`src/isa_pkg.sv`:
```
package isa_pkg;

	// raw fetch words and addresses
	typedef logic [31:0] insn_t;
	typedef logic [31:0] addr_t;
	typedef logic [4:0] arch_reg_t;
	// immediates after sign extension
	typedef logic [31:0] imm_t;

	// instruction fields
	typedef logic [6:0] opcode_t;
	typedef logic [2:0] funct3_t;
	typedef logic [6:0] funct7_t;

	// major opcodes, insn[6:0]
	localparam opcode_t OPC_LOAD = 7'h03;
	localparam opcode_t OPC_MISC_MEM = 7'h0f;
	localparam opcode_t OPC_OP_IMM = 7'h13;
	localparam opcode_t OPC_AUIPC = 7'h17;
	localparam opcode_t OPC_STORE = 7'h23;
	localparam opcode_t OPC_OP = 7'h33;
	localparam opcode_t OPC_LUI = 7'h37;
	localparam opcode_t OPC_BRANCH = 7'h63;
	localparam opcode_t OPC_JALR = 7'h67;
	localparam opcode_t OPC_JAL = 7'h6f;
	localparam opcode_t OPC_SYSTEM = 7'h73;

	// load/store access size, stores use B/H/W only
	localparam funct3_t F3_B = 3'd0;
	localparam funct3_t F3_H = 3'd1;
	localparam funct3_t F3_W = 3'd2;
	localparam funct3_t F3_BU = 3'd4;
	localparam funct3_t F3_HU = 3'd5;

	// alu funct3, shared by OP and OP-IMM
	localparam funct3_t F3_ADD = 3'd0;
	localparam funct3_t F3_SLL = 3'd1;
	localparam funct3_t F3_SLT = 3'd2;
	localparam funct3_t F3_SLTU = 3'd3;
	localparam funct3_t F3_XOR = 3'd4;
	localparam funct3_t F3_SR = 3'd5;
	localparam funct3_t F3_OR = 3'd6;
	localparam funct3_t F3_AND = 3'd7;

	// branch conditions
	localparam funct3_t F3_BEQ = 3'd0;
	localparam funct3_t F3_BNE = 3'd1;
	localparam funct3_t F3_BLT = 3'd4;
	localparam funct3_t F3_BGE = 3'd5;
	localparam funct3_t F3_BLTU = 3'd6;
	localparam funct3_t F3_BGEU = 3'd7;

	// base form and the SUB/SRA form
	localparam funct7_t F7_BASE = 7'h00;
	localparam funct7_t F7_ALT = 7'h20;

	// two instructions per fetch bundle
	localparam int N_LANES = 2;
	localparam int INSN_BYTES = 4;

endpackage

```
`src/uop_pkg.sv`:
```
package uop_pkg;
	import isa_pkg::*;

	// II must stay at zero, a cleared uop reads as illegal
	typedef enum logic [5:0]
	{
		II,
		NOP,
		// loads
		LB, LH, LW, LBU, LHU,
		// stores
		SB, SH, SW,
		// register-immediate alu
		ADDI, SLLI, SLTI, SLTIU, XORI, SRLI, SRAI, ORI, ANDI,
		// upper immediates
		LUI, AUIPC,
		// register-register alu
		ADD, SUB, SLL, SLT, SLTU, XOR, SRL, SRA, OR, AND,
		// conditional branches
		BEQ, BNE, BLT, BGE, BLTU, BGEU,
		// jumps, J and JR are the rd == x0 forms
		JAL, J, JALR, JR,
		// ecall with all-zero upper field
		BREAK
	} uop_op_e;

	// one decoded micro-op as handed to rename
	typedef struct packed
	{
		uop_op_e op;
		addr_t pc;
		// architectural register numbers
		arch_reg_t dst;
		logic dst_valid;
		arch_reg_t src_a;
		logic src_a_valid;
		arch_reg_t src_b;
		logic src_b_valid;
		imm_t rvimm;
		// fetch-predicted target, JALR/JR only
		addr_t pred_target;
		logic br_pred;
		logic is_br;
		// execution class
		logic is_mem;
		logic is_int;
		logic is_store;
		// drain the window before this issues
		logic serializing;
	} uop_t;

endpackage
```
`src/fetch_lane_if.sv`:
```
`timescale 1ns/1ps

// one lane of the latched fetch bundle
interface fetch_lane_if;
	import isa_pkg::*;

	logic valid;
	insn_t insn;
	// pc of this instruction, not of the bundle
	addr_t pc;
	// predictor state captured at fetch
	logic pred;
	addr_t pred_target;

	// bundle latch side
	modport src
	(
		output valid,
		output insn,
		output pc,
		output pred,
		output pred_target
	);

	// decoder side
	modport dst
	(
		input valid,
		input insn,
		input pc,
		input pred,
		input pred_target
	);

endinterface

```
`src/uop_lane_if.sv`:
```
`timescale 1ns/1ps

// decoded micro-op of one lane
interface uop_lane_if;
	import uop_pkg::*;

	logic valid;
	uop_t uop;

	// decoder drives
	modport src
	(
		output valid,
		output uop
	);

	// output register samples
	modport dst
	(
		input valid,
		input uop
	);

endinterface

```
`src/decode_out_reg.sv`:
```
`timescale 1ns/1ps

// pipeline register between decode and rename
module decode_out_reg
(
	input logic clk,
	input logic rst,
	uop_lane_if.dst lanes_in [isa_pkg::N_LANES],
	output logic [isa_pkg::N_LANES-1:0] uop_valid,
	output uop_pkg::uop_t [isa_pkg::N_LANES-1:0] uops
);
	import isa_pkg::*;
	import uop_pkg::*;

	logic [N_LANES-1:0] lane_valid;
	uop_t [N_LANES-1:0] lane_uop;
	logic lane0_serial;
	// lane valids after squash
	logic [N_LANES-1:0] issue;

	for (genvar i = 0; i < N_LANES; i++)
	begin : g_gather
		assign lane_valid[i] = lanes_in[i].valid;
		assign lane_uop[i] = lanes_in[i].uop;
	end

	assign lane0_serial = lane_valid[0] && lane_uop[0].serializing;

	// younger lanes wait for a refetch after a serializing lane 0
	always_comb
	begin
		issue = lane_valid;
		if (lane0_serial)
			issue[N_LANES-1:1] = '0;
	end

	always_ff @(posedge clk)
	begin
		if (rst)
			uop_valid <= '0;
		else
			uop_valid <= issue;
	end

	always_ff @(posedge clk)
	begin
		uops <= lane_uop;
	end

	// nothing rides behind a serializing op into rename
	a_serial_alone: assert property (@(posedge clk) disable iff (rst)
		(uop_valid[0] && uops[0].serializing) |-> (uop_valid[N_LANES-1:1] == '0));

endmodule

```
`src/decode_stage.sv`:
```
`timescale 1ns/1ps

// two-wide decode, fetch bundle in and registered micro-ops out
module decode_stage
(
	input logic clk,
	input logic rst,
	input logic fetch_valid,
	input isa_pkg::addr_t fetch_pc,
	input isa_pkg::insn_t [isa_pkg::N_LANES-1:0] fetch_insns,
	input logic [isa_pkg::N_LANES-1:0] fetch_pred,
	input isa_pkg::addr_t [isa_pkg::N_LANES-1:0] fetch_pred_target,
	output logic [isa_pkg::N_LANES-1:0] uop_valid,
	output uop_pkg::uop_t [isa_pkg::N_LANES-1:0] uops
);
	import isa_pkg::*;

	// latch to decoder
	fetch_lane_if fetch_lanes [N_LANES] ();
	// decoder to output register
	uop_lane_if uop_lanes [N_LANES] ();

	fetch_bundle_latch u_latch
	(
		.clk(clk),
		.rst(rst),
		.fetch_valid(fetch_valid),
		.fetch_pc(fetch_pc),
		.fetch_insns(fetch_insns),
		.fetch_pred(fetch_pred),
		.fetch_pred_target(fetch_pred_target),
		.lanes(fetch_lanes)
	);

	// one identical decoder per lane
	for (genvar i = 0; i < N_LANES; i++)
	begin : g_dec
		riscv_decoder u_dec
		(
			.fl(fetch_lanes[i]),
			.ul(uop_lanes[i])
		);
	end

	decode_out_reg u_out
	(
		.clk(clk),
		.rst(rst),
		.lanes_in(uop_lanes),
		.uop_valid(uop_valid),
		.uops(uops)
	);

endmodule

```
`src/fetch_bundle_latch.sv`:
```
`timescale 1ns/1ps

// captures the fetch bundle and splits it into per-lane records
module fetch_bundle_latch
(
	input logic clk,
	input logic rst,
	input logic fetch_valid,
	input isa_pkg::addr_t fetch_pc,
	input isa_pkg::insn_t [isa_pkg::N_LANES-1:0] fetch_insns,
	input logic [isa_pkg::N_LANES-1:0] fetch_pred,
	input isa_pkg::addr_t [isa_pkg::N_LANES-1:0] fetch_pred_target,
	fetch_lane_if.src lanes [isa_pkg::N_LANES]
);
	import isa_pkg::*;

	logic bundle_valid;
	addr_t bundle_pc;
	insn_t [N_LANES-1:0] bundle_insns;
	logic [N_LANES-1:0] bundle_pred;
	addr_t [N_LANES-1:0] bundle_pred_target;

	always_ff @(posedge clk)
	begin
		if (rst)
			bundle_valid <= 1'b0;
		else
			bundle_valid <= fetch_valid;
	end

	// payload only moves with a valid bundle
	always_ff @(posedge clk)
	begin
		if (fetch_valid)
		begin
			bundle_pc <= fetch_pc;
			bundle_insns <= fetch_insns;
			bundle_pred <= fetch_pred;
			bundle_pred_target <= fetch_pred_target;
		end
	end

	// whole bundle is valid or not, lanes never split here
	for (genvar i = 0; i < N_LANES; i++)
	begin : g_lane
		assign lanes[i].valid = bundle_valid;
		assign lanes[i].insn = bundle_insns[i];
		// lane i sits i words past the bundle pc
		assign lanes[i].pc = bundle_pc + addr_t'(i * INSN_BYTES);
		assign lanes[i].pred = bundle_pred[i];
		assign lanes[i].pred_target = bundle_pred_target[i];
	end

	// fetch hands over word-aligned bundles only
	a_pc_aligned: assert property (@(posedge clk) disable iff (rst)
		fetch_valid |-> ((fetch_pc & addr_t'(INSN_BYTES - 1)) == '0));

endmodule

```
`src/riscv_decoder.sv`:
```
`timescale 1ns/1ps

// RV32I decode of one lane, no state
module riscv_decoder
(
	fetch_lane_if.dst fl,
	uop_lane_if.src ul
);
	import isa_pkg::*;
	import uop_pkg::*;

	opcode_t opcode;
	funct3_t funct3;
	funct7_t funct7;
	arch_reg_t rd;
	arch_reg_t rs1;
	arch_reg_t rs2;
	logic rd_nz;
	logic f7_base;
	logic f7_alt;
	// immediate formats, all sign extended
	imm_t imm_i;
	imm_t imm_s;
	imm_t imm_b;
	imm_t imm_u;
	imm_t imm_j;
	// op is one that turns into NOP when rd is x0
	logic rd_gated;
	uop_t uop;

	assign opcode = fl.insn[6:0];
	assign rd = fl.insn[11:7];
	assign funct3 = fl.insn[14:12];
	assign rs1 = fl.insn[19:15];
	assign rs2 = fl.insn[24:20];
	assign funct7 = fl.insn[31:25];
	assign rd_nz = (rd != '0);
	assign f7_base = (funct7 == F7_BASE);
	assign f7_alt = (funct7 == F7_ALT);

	assign imm_i = {{20{fl.insn[31]}}, fl.insn[31:20]};
	assign imm_s = {{20{fl.insn[31]}}, fl.insn[31:25], fl.insn[11:7]};
	assign imm_b = {{19{fl.insn[31]}}, fl.insn[31], fl.insn[7], fl.insn[30:25],
		fl.insn[11:8], 1'b0};
	assign imm_u = {fl.insn[31:12], 12'd0};
	assign imm_j = {{11{fl.insn[31]}}, fl.insn[31], fl.insn[19:12], fl.insn[20],
		fl.insn[30:21], 1'b0};

	always_comb
	begin
		uop = '0;
		uop.op = II;
		uop.pc = fl.pc;
		rd_gated = 1'b0;
		case (opcode)
			OPC_LOAD:
			begin
				uop.dst = rd;
				uop.dst_valid = rd_nz;
				uop.src_a = rs1;
				// no base read needed when the load is dropped
				uop.src_a_valid = rd_nz;
				uop.is_mem = 1'b1;
				uop.rvimm = imm_i;
				rd_gated = 1'b1;
				case (funct3)
					F3_B: uop.op = LB;
					F3_H: uop.op = LH;
					F3_W: uop.op = LW;
					F3_BU: uop.op = LBU;
					F3_HU: uop.op = LHU;
					default: uop.op = II;
				endcase
			end
			// fence, nothing to order in this core
			OPC_MISC_MEM: uop.op = NOP;
			OPC_OP_IMM:
			begin
				uop.dst = rd;
				uop.dst_valid = rd_nz;
				uop.src_a = rs1;
				uop.src_a_valid = rd_nz;
				uop.is_int = 1'b1;
				// shifts keep funct7 in the upper imm bits
				uop.rvimm = imm_i;
				rd_gated = 1'b1;
				case (funct3)
					F3_ADD: uop.op = ADDI;
					F3_SLL: uop.op = f7_base ? SLLI : II;
					F3_SLT: uop.op = SLTI;
					F3_SLTU: uop.op = SLTIU;
					F3_XOR: uop.op = XORI;
					F3_SR: uop.op = f7_base ? SRLI : (f7_alt ? SRAI : II);
					F3_OR: uop.op = ORI;
					F3_AND: uop.op = ANDI;
				endcase
			end
			OPC_AUIPC,
			OPC_LUI:
			begin
				uop.op = (opcode == OPC_LUI) ? LUI : AUIPC;
				uop.dst = rd;
				uop.dst_valid = rd_nz;
				uop.is_int = 1'b1;
				uop.rvimm = imm_u;
				rd_gated = 1'b1;
			end
			OPC_STORE:
			begin
				// base in src_a, store data in src_b
				uop.src_a = rs1;
				uop.src_b = rs2;
				uop.src_a_valid = 1'b1;
				uop.src_b_valid = 1'b1;
				uop.is_mem = 1'b1;
				uop.is_store = 1'b1;
				uop.rvimm = imm_s;
				case (funct3)
					F3_B: uop.op = SB;
					F3_H: uop.op = SH;
					F3_W: uop.op = SW;
					default: uop.op = II;
				endcase
			end
			OPC_OP:
			begin
				uop.dst = rd;
				uop.dst_valid = rd_nz;
				uop.src_a = rs1;
				uop.src_b = rs2;
				uop.src_a_valid = 1'b1;
				uop.src_b_valid = 1'b1;
				uop.is_int = 1'b1;
				rd_gated = 1'b1;
				case (funct3)
					F3_ADD: uop.op = f7_base ? ADD : (f7_alt ? SUB : II);
					F3_SLL: uop.op = f7_base ? SLL : II;
					F3_SLT: uop.op = f7_base ? SLT : II;
					F3_SLTU: uop.op = f7_base ? SLTU : II;
					F3_XOR: uop.op = f7_base ? XOR : II;
					F3_SR: uop.op = f7_base ? SRL : (f7_alt ? SRA : II);
					F3_OR: uop.op = f7_base ? OR : II;
					F3_AND: uop.op = f7_base ? AND : II;
				endcase
			end
			OPC_BRANCH:
			begin
				uop.src_a = rs1;
				uop.src_b = rs2;
				uop.src_a_valid = 1'b1;
				uop.src_b_valid = 1'b1;
				uop.is_int = 1'b1;
				uop.is_br = 1'b1;
				uop.rvimm = imm_b;
				// direction comes straight from the fetch predictor
				uop.br_pred = fl.pred;
				case (funct3)
					F3_BEQ: uop.op = BEQ;
					F3_BNE: uop.op = BNE;
					F3_BLT: uop.op = BLT;
					F3_BGE: uop.op = BGE;
					F3_BLTU: uop.op = BLTU;
					F3_BGEU: uop.op = BGEU;
					default: uop.op = II;
				endcase
			end
			OPC_JALR:
			begin
				uop.op = rd_nz ? JALR : JR;
				uop.dst = rd;
				uop.dst_valid = rd_nz;
				uop.src_a = rs1;
				uop.src_a_valid = 1'b1;
				uop.is_int = 1'b1;
				uop.is_br = 1'b1;
				uop.br_pred = 1'b1;
				uop.rvimm = imm_i;
				// indirect, so execute checks against fetch's guess
				uop.pred_target = fl.pred_target;
			end
			OPC_JAL:
			begin
				uop.op = rd_nz ? JAL : J;
				uop.dst = rd;
				uop.dst_valid = rd_nz;
				uop.is_int = 1'b1;
				uop.is_br = 1'b1;
				uop.br_pred = 1'b1;
				uop.rvimm = imm_j;
			end
			OPC_SYSTEM:
			begin
				uop.is_int = 1'b1;
				// ecall form traps as break, csr and the rest ignored
				if (fl.insn[31:7] == '0)
				begin
					uop.op = BREAK;
					uop.serializing = 1'b1;
				end
				else
					uop.op = NOP;
			end
			default: uop.op = II;
		endcase
		// writes to x0 vanish, illegal encodings stay illegal
		if (rd_gated && !rd_nz && (uop.op != II))
			uop.op = NOP;
	end

	assign ul.valid = fl.valid;
	assign ul.uop = uop;

	// rename would map x0 otherwise
	always_comb
	begin
		if (fl.valid)
			a_no_x0_dst: assert (!(uop.dst_valid && (uop.dst == '0)));
	end

endmodule

```
`config.mk`:
```
export PLATFORM = sky130hd
export DESIGN_NAME = decode_stage
export DESIGN_NICKNAME = d
export VERILOG_FILES = /design/src/isa_pkg.sv /design/src/uop_pkg.sv /design/src/fetch_lane_if.sv /design/src/uop_lane_if.sv /design/src/decode_out_reg.sv /design/src/decode_stage.sv /design/src/fetch_bundle_latch.sv /design/src/riscv_decoder.sv
export SDC_FILE = /design/constraint.sdc
export NUM_CORES = 1
export LEC_CHECK = 0
export ABC_AREA = 1
export BUFFER_PORTS_ARGS = -buffer_cell sky130_fd_sc_hd__buf_2
export CORE_ASPECT_RATIO = 1.1
export CORE_MARGIN = 2
export CORE_UTILIZATION = 51
export DETAILED_ROUTE_END_ITERATION = 10
export MAX_ROUTING_LAYER = met4
export PLACE_DENSITY = 0.76
export SLEW_MARGIN = 20
export SYNTH_ARGS = -nofsm -noshare
export SYNTH_HDL_FRONTEND = slang
export SYNTH_SLANG_ARGS = --single-unit
```
`constraint.sdc`:
```
create_clock -name clk -period 2.4 [get_ports clk]
set_input_delay 0.12 -clock clk [delete_from_list [all_inputs] [get_ports clk]]
set_output_delay 0.12 -clock clk [all_outputs]
set_load 0.1 [all_outputs]
```
* Yosys cells after proc, flatten, opt, wreduce, memory -nomap -nowiden *
Cells that the tools add are included.

storage, ports and cells
  register bits = 417

operators by class
  mux-type cells = 65
  add/subtract/negate cells = 1
  eq/ne operators = 38
  reduce and logical (&&, ||, !) cells = 38

operator list
  kind                   number
  $pmux 32 s5            2
  $pmux 6 s8             4
  $pmux 6 s10            2
  $mux 5                 18
  $pmux 6 s6             2
  $eq 7x6->1 const B     8
  $eq 7x7->1 const B     8
  $logic_not 25->1       2
  $mux 6                 8
  $add 32x3->32 const B  1
  $pmux 3 s5             2
  $eq 7x5->1 const B     4
  $eq 3x3->1 const B     8
  $pmux 4 s3             2
  $pmux 6 s2             2
  $reduce_or 2->1        9
  $mux 4                 4
  $reduce_or 8->1        2
  $eq 7x2->1 const B     2
  $eq 7x4->1 const B     2
  $logic_not 7->1        2
  $reduce_or 7->1        2
  $mux 1                 13
  $eq 3x2->1 const B     4
  other kinds (12)       29

* Logic depth before layout (Yosys ltp) *
  word-level depth = 7
  gate-level depth with buffers = 14
  mapped depth without buffers = 13

* Cells and area by module *
A second synthesis with hierarchy kept.

second synthesis, totals
  cell total of the unflattened synthesis = 1,387
  area, all modules = 14,640.3 µm²

by module, submodules not included
  module              area each (µm²)  seq. area each (µm²)  times used  cells an instance
  fetch_bundle_latch  5,813.1          4,884.7               1           340
  decode_out_reg      5,111.2          5,084.9               1           261
  riscv_decoder       1,858.0          0.0                   2           393

* Worst setup path after synthesis *
Ideal clock, no wire load.

  path kind = flip-flop to flip-flop
  start point = reg u_latch.bundle_pc[2]
  end point = reg u_out.uops[238] (netlist name)
  arrival = 1.571 ns
  period minus slack after synthesis = 1.690 ns
  buffers on the path = 0
  required time = 2.282 ns
  slack = 0.710 ns
  setup time = 0.118 ns
  stages on the path, launching flop included = 10
  cell sequence = edfxtp_1 -> ha_1 -> nand3_2 -> nor3_4 -> nand2_4 -> nor2_4 -> nand4_4 -> nor3_2 -> nand2_1 -> xnor2_1

between the ends
  longest elaborated chain between the ends = 1

ends and longest elaborated chain
  item                             RTL line                  source
  start, declared                  fetch_bundle_latch.sv:18  addr_t bundle_pc;
  start signal, assigned           fetch_bundle_latch.sv:36  bundle_pc <= fetch_pc;
  $add 32x3->32                    fetch_bundle_latch.sv:49  assign lanes[i].pc = bundle_pc + addr_t'(i * INSN_BYTES);
  named net fetch_lanes[1].pc[24]  fetch_lane_if.sv:10       addr_t pc;

The timed path passes the listed nets, and every way through them passes these cells.
A chain may end at the register's enable or synchronous reset.

* Worst setup path after layout *
  start point = reg u_latch.bundle_insns, in the netlist u_latch.lanes[0].insn[14]
  end point = reg u_out.uops[121] (netlist name)

between the ends
  longest elaborated chain between the ends = 5
  elaborated cells on any way between the ends = 18
  classes of those cells = eq/ne (7); mux (7); reduce/logical (4)

ends and longest elaborated chain
  item                                RTL line                                                         source
  start, declared                     fetch_bundle_latch.sv:19                                         insn_t [N_LANES-1:0] bundle_insns;
  start signal, assigned              fetch_bundle_latch.sv:37                                         bundle_insns <= fetch_insns;
  $eq 3x3->1 (tied with other cells)  riscv_decoder.sv:87, riscv_decoder.sv:135, riscv_decoder.sv:157
  $pmux 6 s8 (tied with other cells)  riscv_decoder.sv:135                                             case (funct3)
  $pmux 6 s10 *                       riscv_decoder.sv:55                                              case (opcode)
  $reduce_bool 6->1                   riscv_decoder.sv:206                                             if (rd_gated && !rd_nz && (uop.op != II))
  $logic_and 1x1->1                   riscv_decoder.sv:206

Every way passes the cells marked *; elsewhere a longest branch is shown, timed or not.

==> impl_metrics.toml <==
[global_routing]
grtUsageMet3_pct = 5.81
grt_first_pass_wirelength_um = 63700
antenna_found_initial = 1
grt_pass1_vias = 11700
busiest_layer = "met2"
met1_usage_pct = 33.1
grt_max_degree = 54
grtUsageTotal_pct = 30.1
gr-total-overflow = 0
gr-usage-met2_pct = 53.6

[route]
viasPerCell = 4.99
first_pass_iters = 6
routed_wl_um = 42000
ant_nets = 0
route.vias.total = 11200
drcViolationCount = 0
wl_per_cell_um = 18.6
drt_iter0_drc = 806

[sta]
tightest_slew_ns = 0.704
clock_skew_ns = 0.0104
fmax_ghz = 0.480
fin_crit_sh_pct = 86.9
setup_tns_ns = 0
hold_viol_final = 0
finalCriticalPeriod_ns = 2.09
report.final.slew_viol_count = 0
max_slew_margin_pct = 53.0
setup_viol_count_final = 0
grt_setup_unrepaired = "no"

[worst_setup_path]
cp.required_ns = 2.80
rrSetupSlack_ns = 0.31
crit_fanout = 11
cp.arrival_ns = 2.49
crit_type = "reg2reg"
crit_path_end_kind = "register"
cp-start-kind = "register"

[synthesis]
synth_area_leaders = "dfxtp_1 (37%), edfxtp_1 (36%), nor2_1 (5.6%)"
seq_area_frac_synth_pct = 72.7
synthArstFlopShare_pct = 0
synth_flop_cell = "dfxtp_1"
yosys_warnings = 0
syn-num-nets = 1411
synth_common_cells = "dfxtp_1 (253), nor2_1 (205), nand2_1 (186), inv_1 (179), edfxtp_1 (162)"
netlist_instances = 1245
ys_seq_elements = 415
synth_area_leader_cell = "dfxtp_1"
syn_avg_cell_area_um2 = 11.0
synth_enable_flop_cells = 162
synth_top_area_share_pct = 37.1
post_synth_num_cell_types = 41
synthMostInstantiatedCell = "dfxtp_1"
synth.cell_area_um2 = 13700

[hold_path]
hp-class = "in2reg"

[floorplanning]
die_area_um2 = 28100
core-area_um2 = 26200
die_h_um = 176
initial_core_util_pct = 52.1
fp-row-count = 62
fp.dieW_um = 160
pin_count = 419

[clock_tree]
root_buffer = "clkbuf_16"
postCtsSetupBuffers = 0
worst_skew_pair.late_latency_ns = 0.52
clk_pin_slew_ns = 0.06
cts_buffers = 40
cts_resized = 0
clock_sinks = 415
cts_tree = "done"
cts_hold_buffers = 163
cts_max_level = 2
clockBufferDepth = 3

[placement]
io_buffers = 418
finalWeightedCongestion = 0.965
dp.cells = 2012
dp.final_hpwl_um = 26900

[layout]
finish.utilization_pct = 73.6
nFillCells = 1662
stdcell_count = 2250
nNetsFinal = 2031
drive_gt1_share_pct = 29.0
area_delta_synth_final_pct = 41.2

[power_and_ir_drop]
peakVddDrop_uv = 910
leakagePower_uw = 0.00949
power_per_cell_area_nw_per_um2 = 873

[flow_run]
cap_violations = 0

[status]
status = "finished clean"
-- worst paths after layout --
check / end / depth (start not counted) / from
max: u_out.uops[121]$_SDFF_PP0_ / 10 / u_latch.lanes[0].insn[14]$_DFFE_PP_
min: u_latch.lanes[0].insn[28]$_DFFE_PP_ / 1 / fetch_valid
max reg2reg: u_out.uops[121]$_SDFF_PP0_ / 10 / u_latch.lanes[0].insn[14]$_DFFE_PP_
min reg2reg: u_out.uops[89]$_DFF_P_ / 0 / u_latch.bundle_pc[1]$_DFFE_PP_
-- flip-flops by register name, summed over array words and instances, names as in the netlist --
name / flops
u_out.uop_valid: 2
u_latch.bundle_pc: 32
u_out.uops: 250
u_latch.lanes.insn: 64
u_latch.lanes.valid: 1
u_latch.bundle_pred: 2
u_latch.lanes.pred_target: 64
-- cell type report --
type                            count  area, µm²  area share (%)
Clock inverter                     14        185           0.960
Sequential cell                   415       9930            51.5
Timing Repair Buffer              593       3840            19.9
Multi-Input combinational cell    615       2900            15.1
Inverter                          200        751            3.89
Tap cell                          352        440            2.28
Antenna cell                        1       2.50          0.0130
Clock buffer                       60       1230            6.38
-- layer usage --
layer | vias up | wire length (µm) | share of wire (%)
met1 | 5312 | 15500 | 37
met4 | 0 | 1730 | 4.1
met5 | - | 0 | 0
met3 | 120 | 3190 | 7.6
met2 | 595 | 21500 | 51
li1 | 5190 | - | -
-- per-stage QoR --
stage,total power [µW],hold slack [ns],setup slack (ns),instance area (µm²)
after CTS,16800,0.0937,0.348,19300
after global routing,17300,0.110,0.191,19300
after detailed placement,10100,0.298,0.389,16200
final,16800,0.111,0.315,19300
after global placement,10000,0.296,0.393,16200
after floorplan,9530,0.191,0.710,13700
-- kinds of logic after synthesis --
group | Yosys count | synth area share [%]
buf+inv | 215 | 6.05
fa+ha+maj | 1 | 0.0916
xor+xnor | 26 | 1.67
compound gates | 91 | 3.66
simple gates | 497 | 15.8
flops | 415 | 72.7
-- where the power goes --
| part | switching (µW) | internal (µW) | total (µW) |
|---|---|---|---|
| clock | 2640 | 4000 | 6640 |
| combinational | 1730 | 514 | 2250 |
| sequential | 217 | 7730 | 7950 |
| total | 4590 | 12200 | 16800 |
-- placed cells by master, fill, tap and decap left out, types with 19 or more instances in the layout --
master           n
dfxtp_1        253
edfxtp_1       162
o21ai_0         38
nand2_1        186
nor2_1         205
clkbuf_16       44
inv_1          179
dlygate4sd3_1  163
nand3_1         48
inv_2           19
buf_2          417
-- critical path, stage by stage (launching register included) --
cell and delay, ns:
edfxtp_1 0.55, nor2_1 0.29, nand2_1 0.23, nor2_1 0.15, nand2_1 0.08, nor2_2 0.24
nor2_1 0.10, nand3_1 0.09, nor2_1 0.05, nand3_1 0.11, a21oi_1 0.08
(Power assumes the default switching activity.)
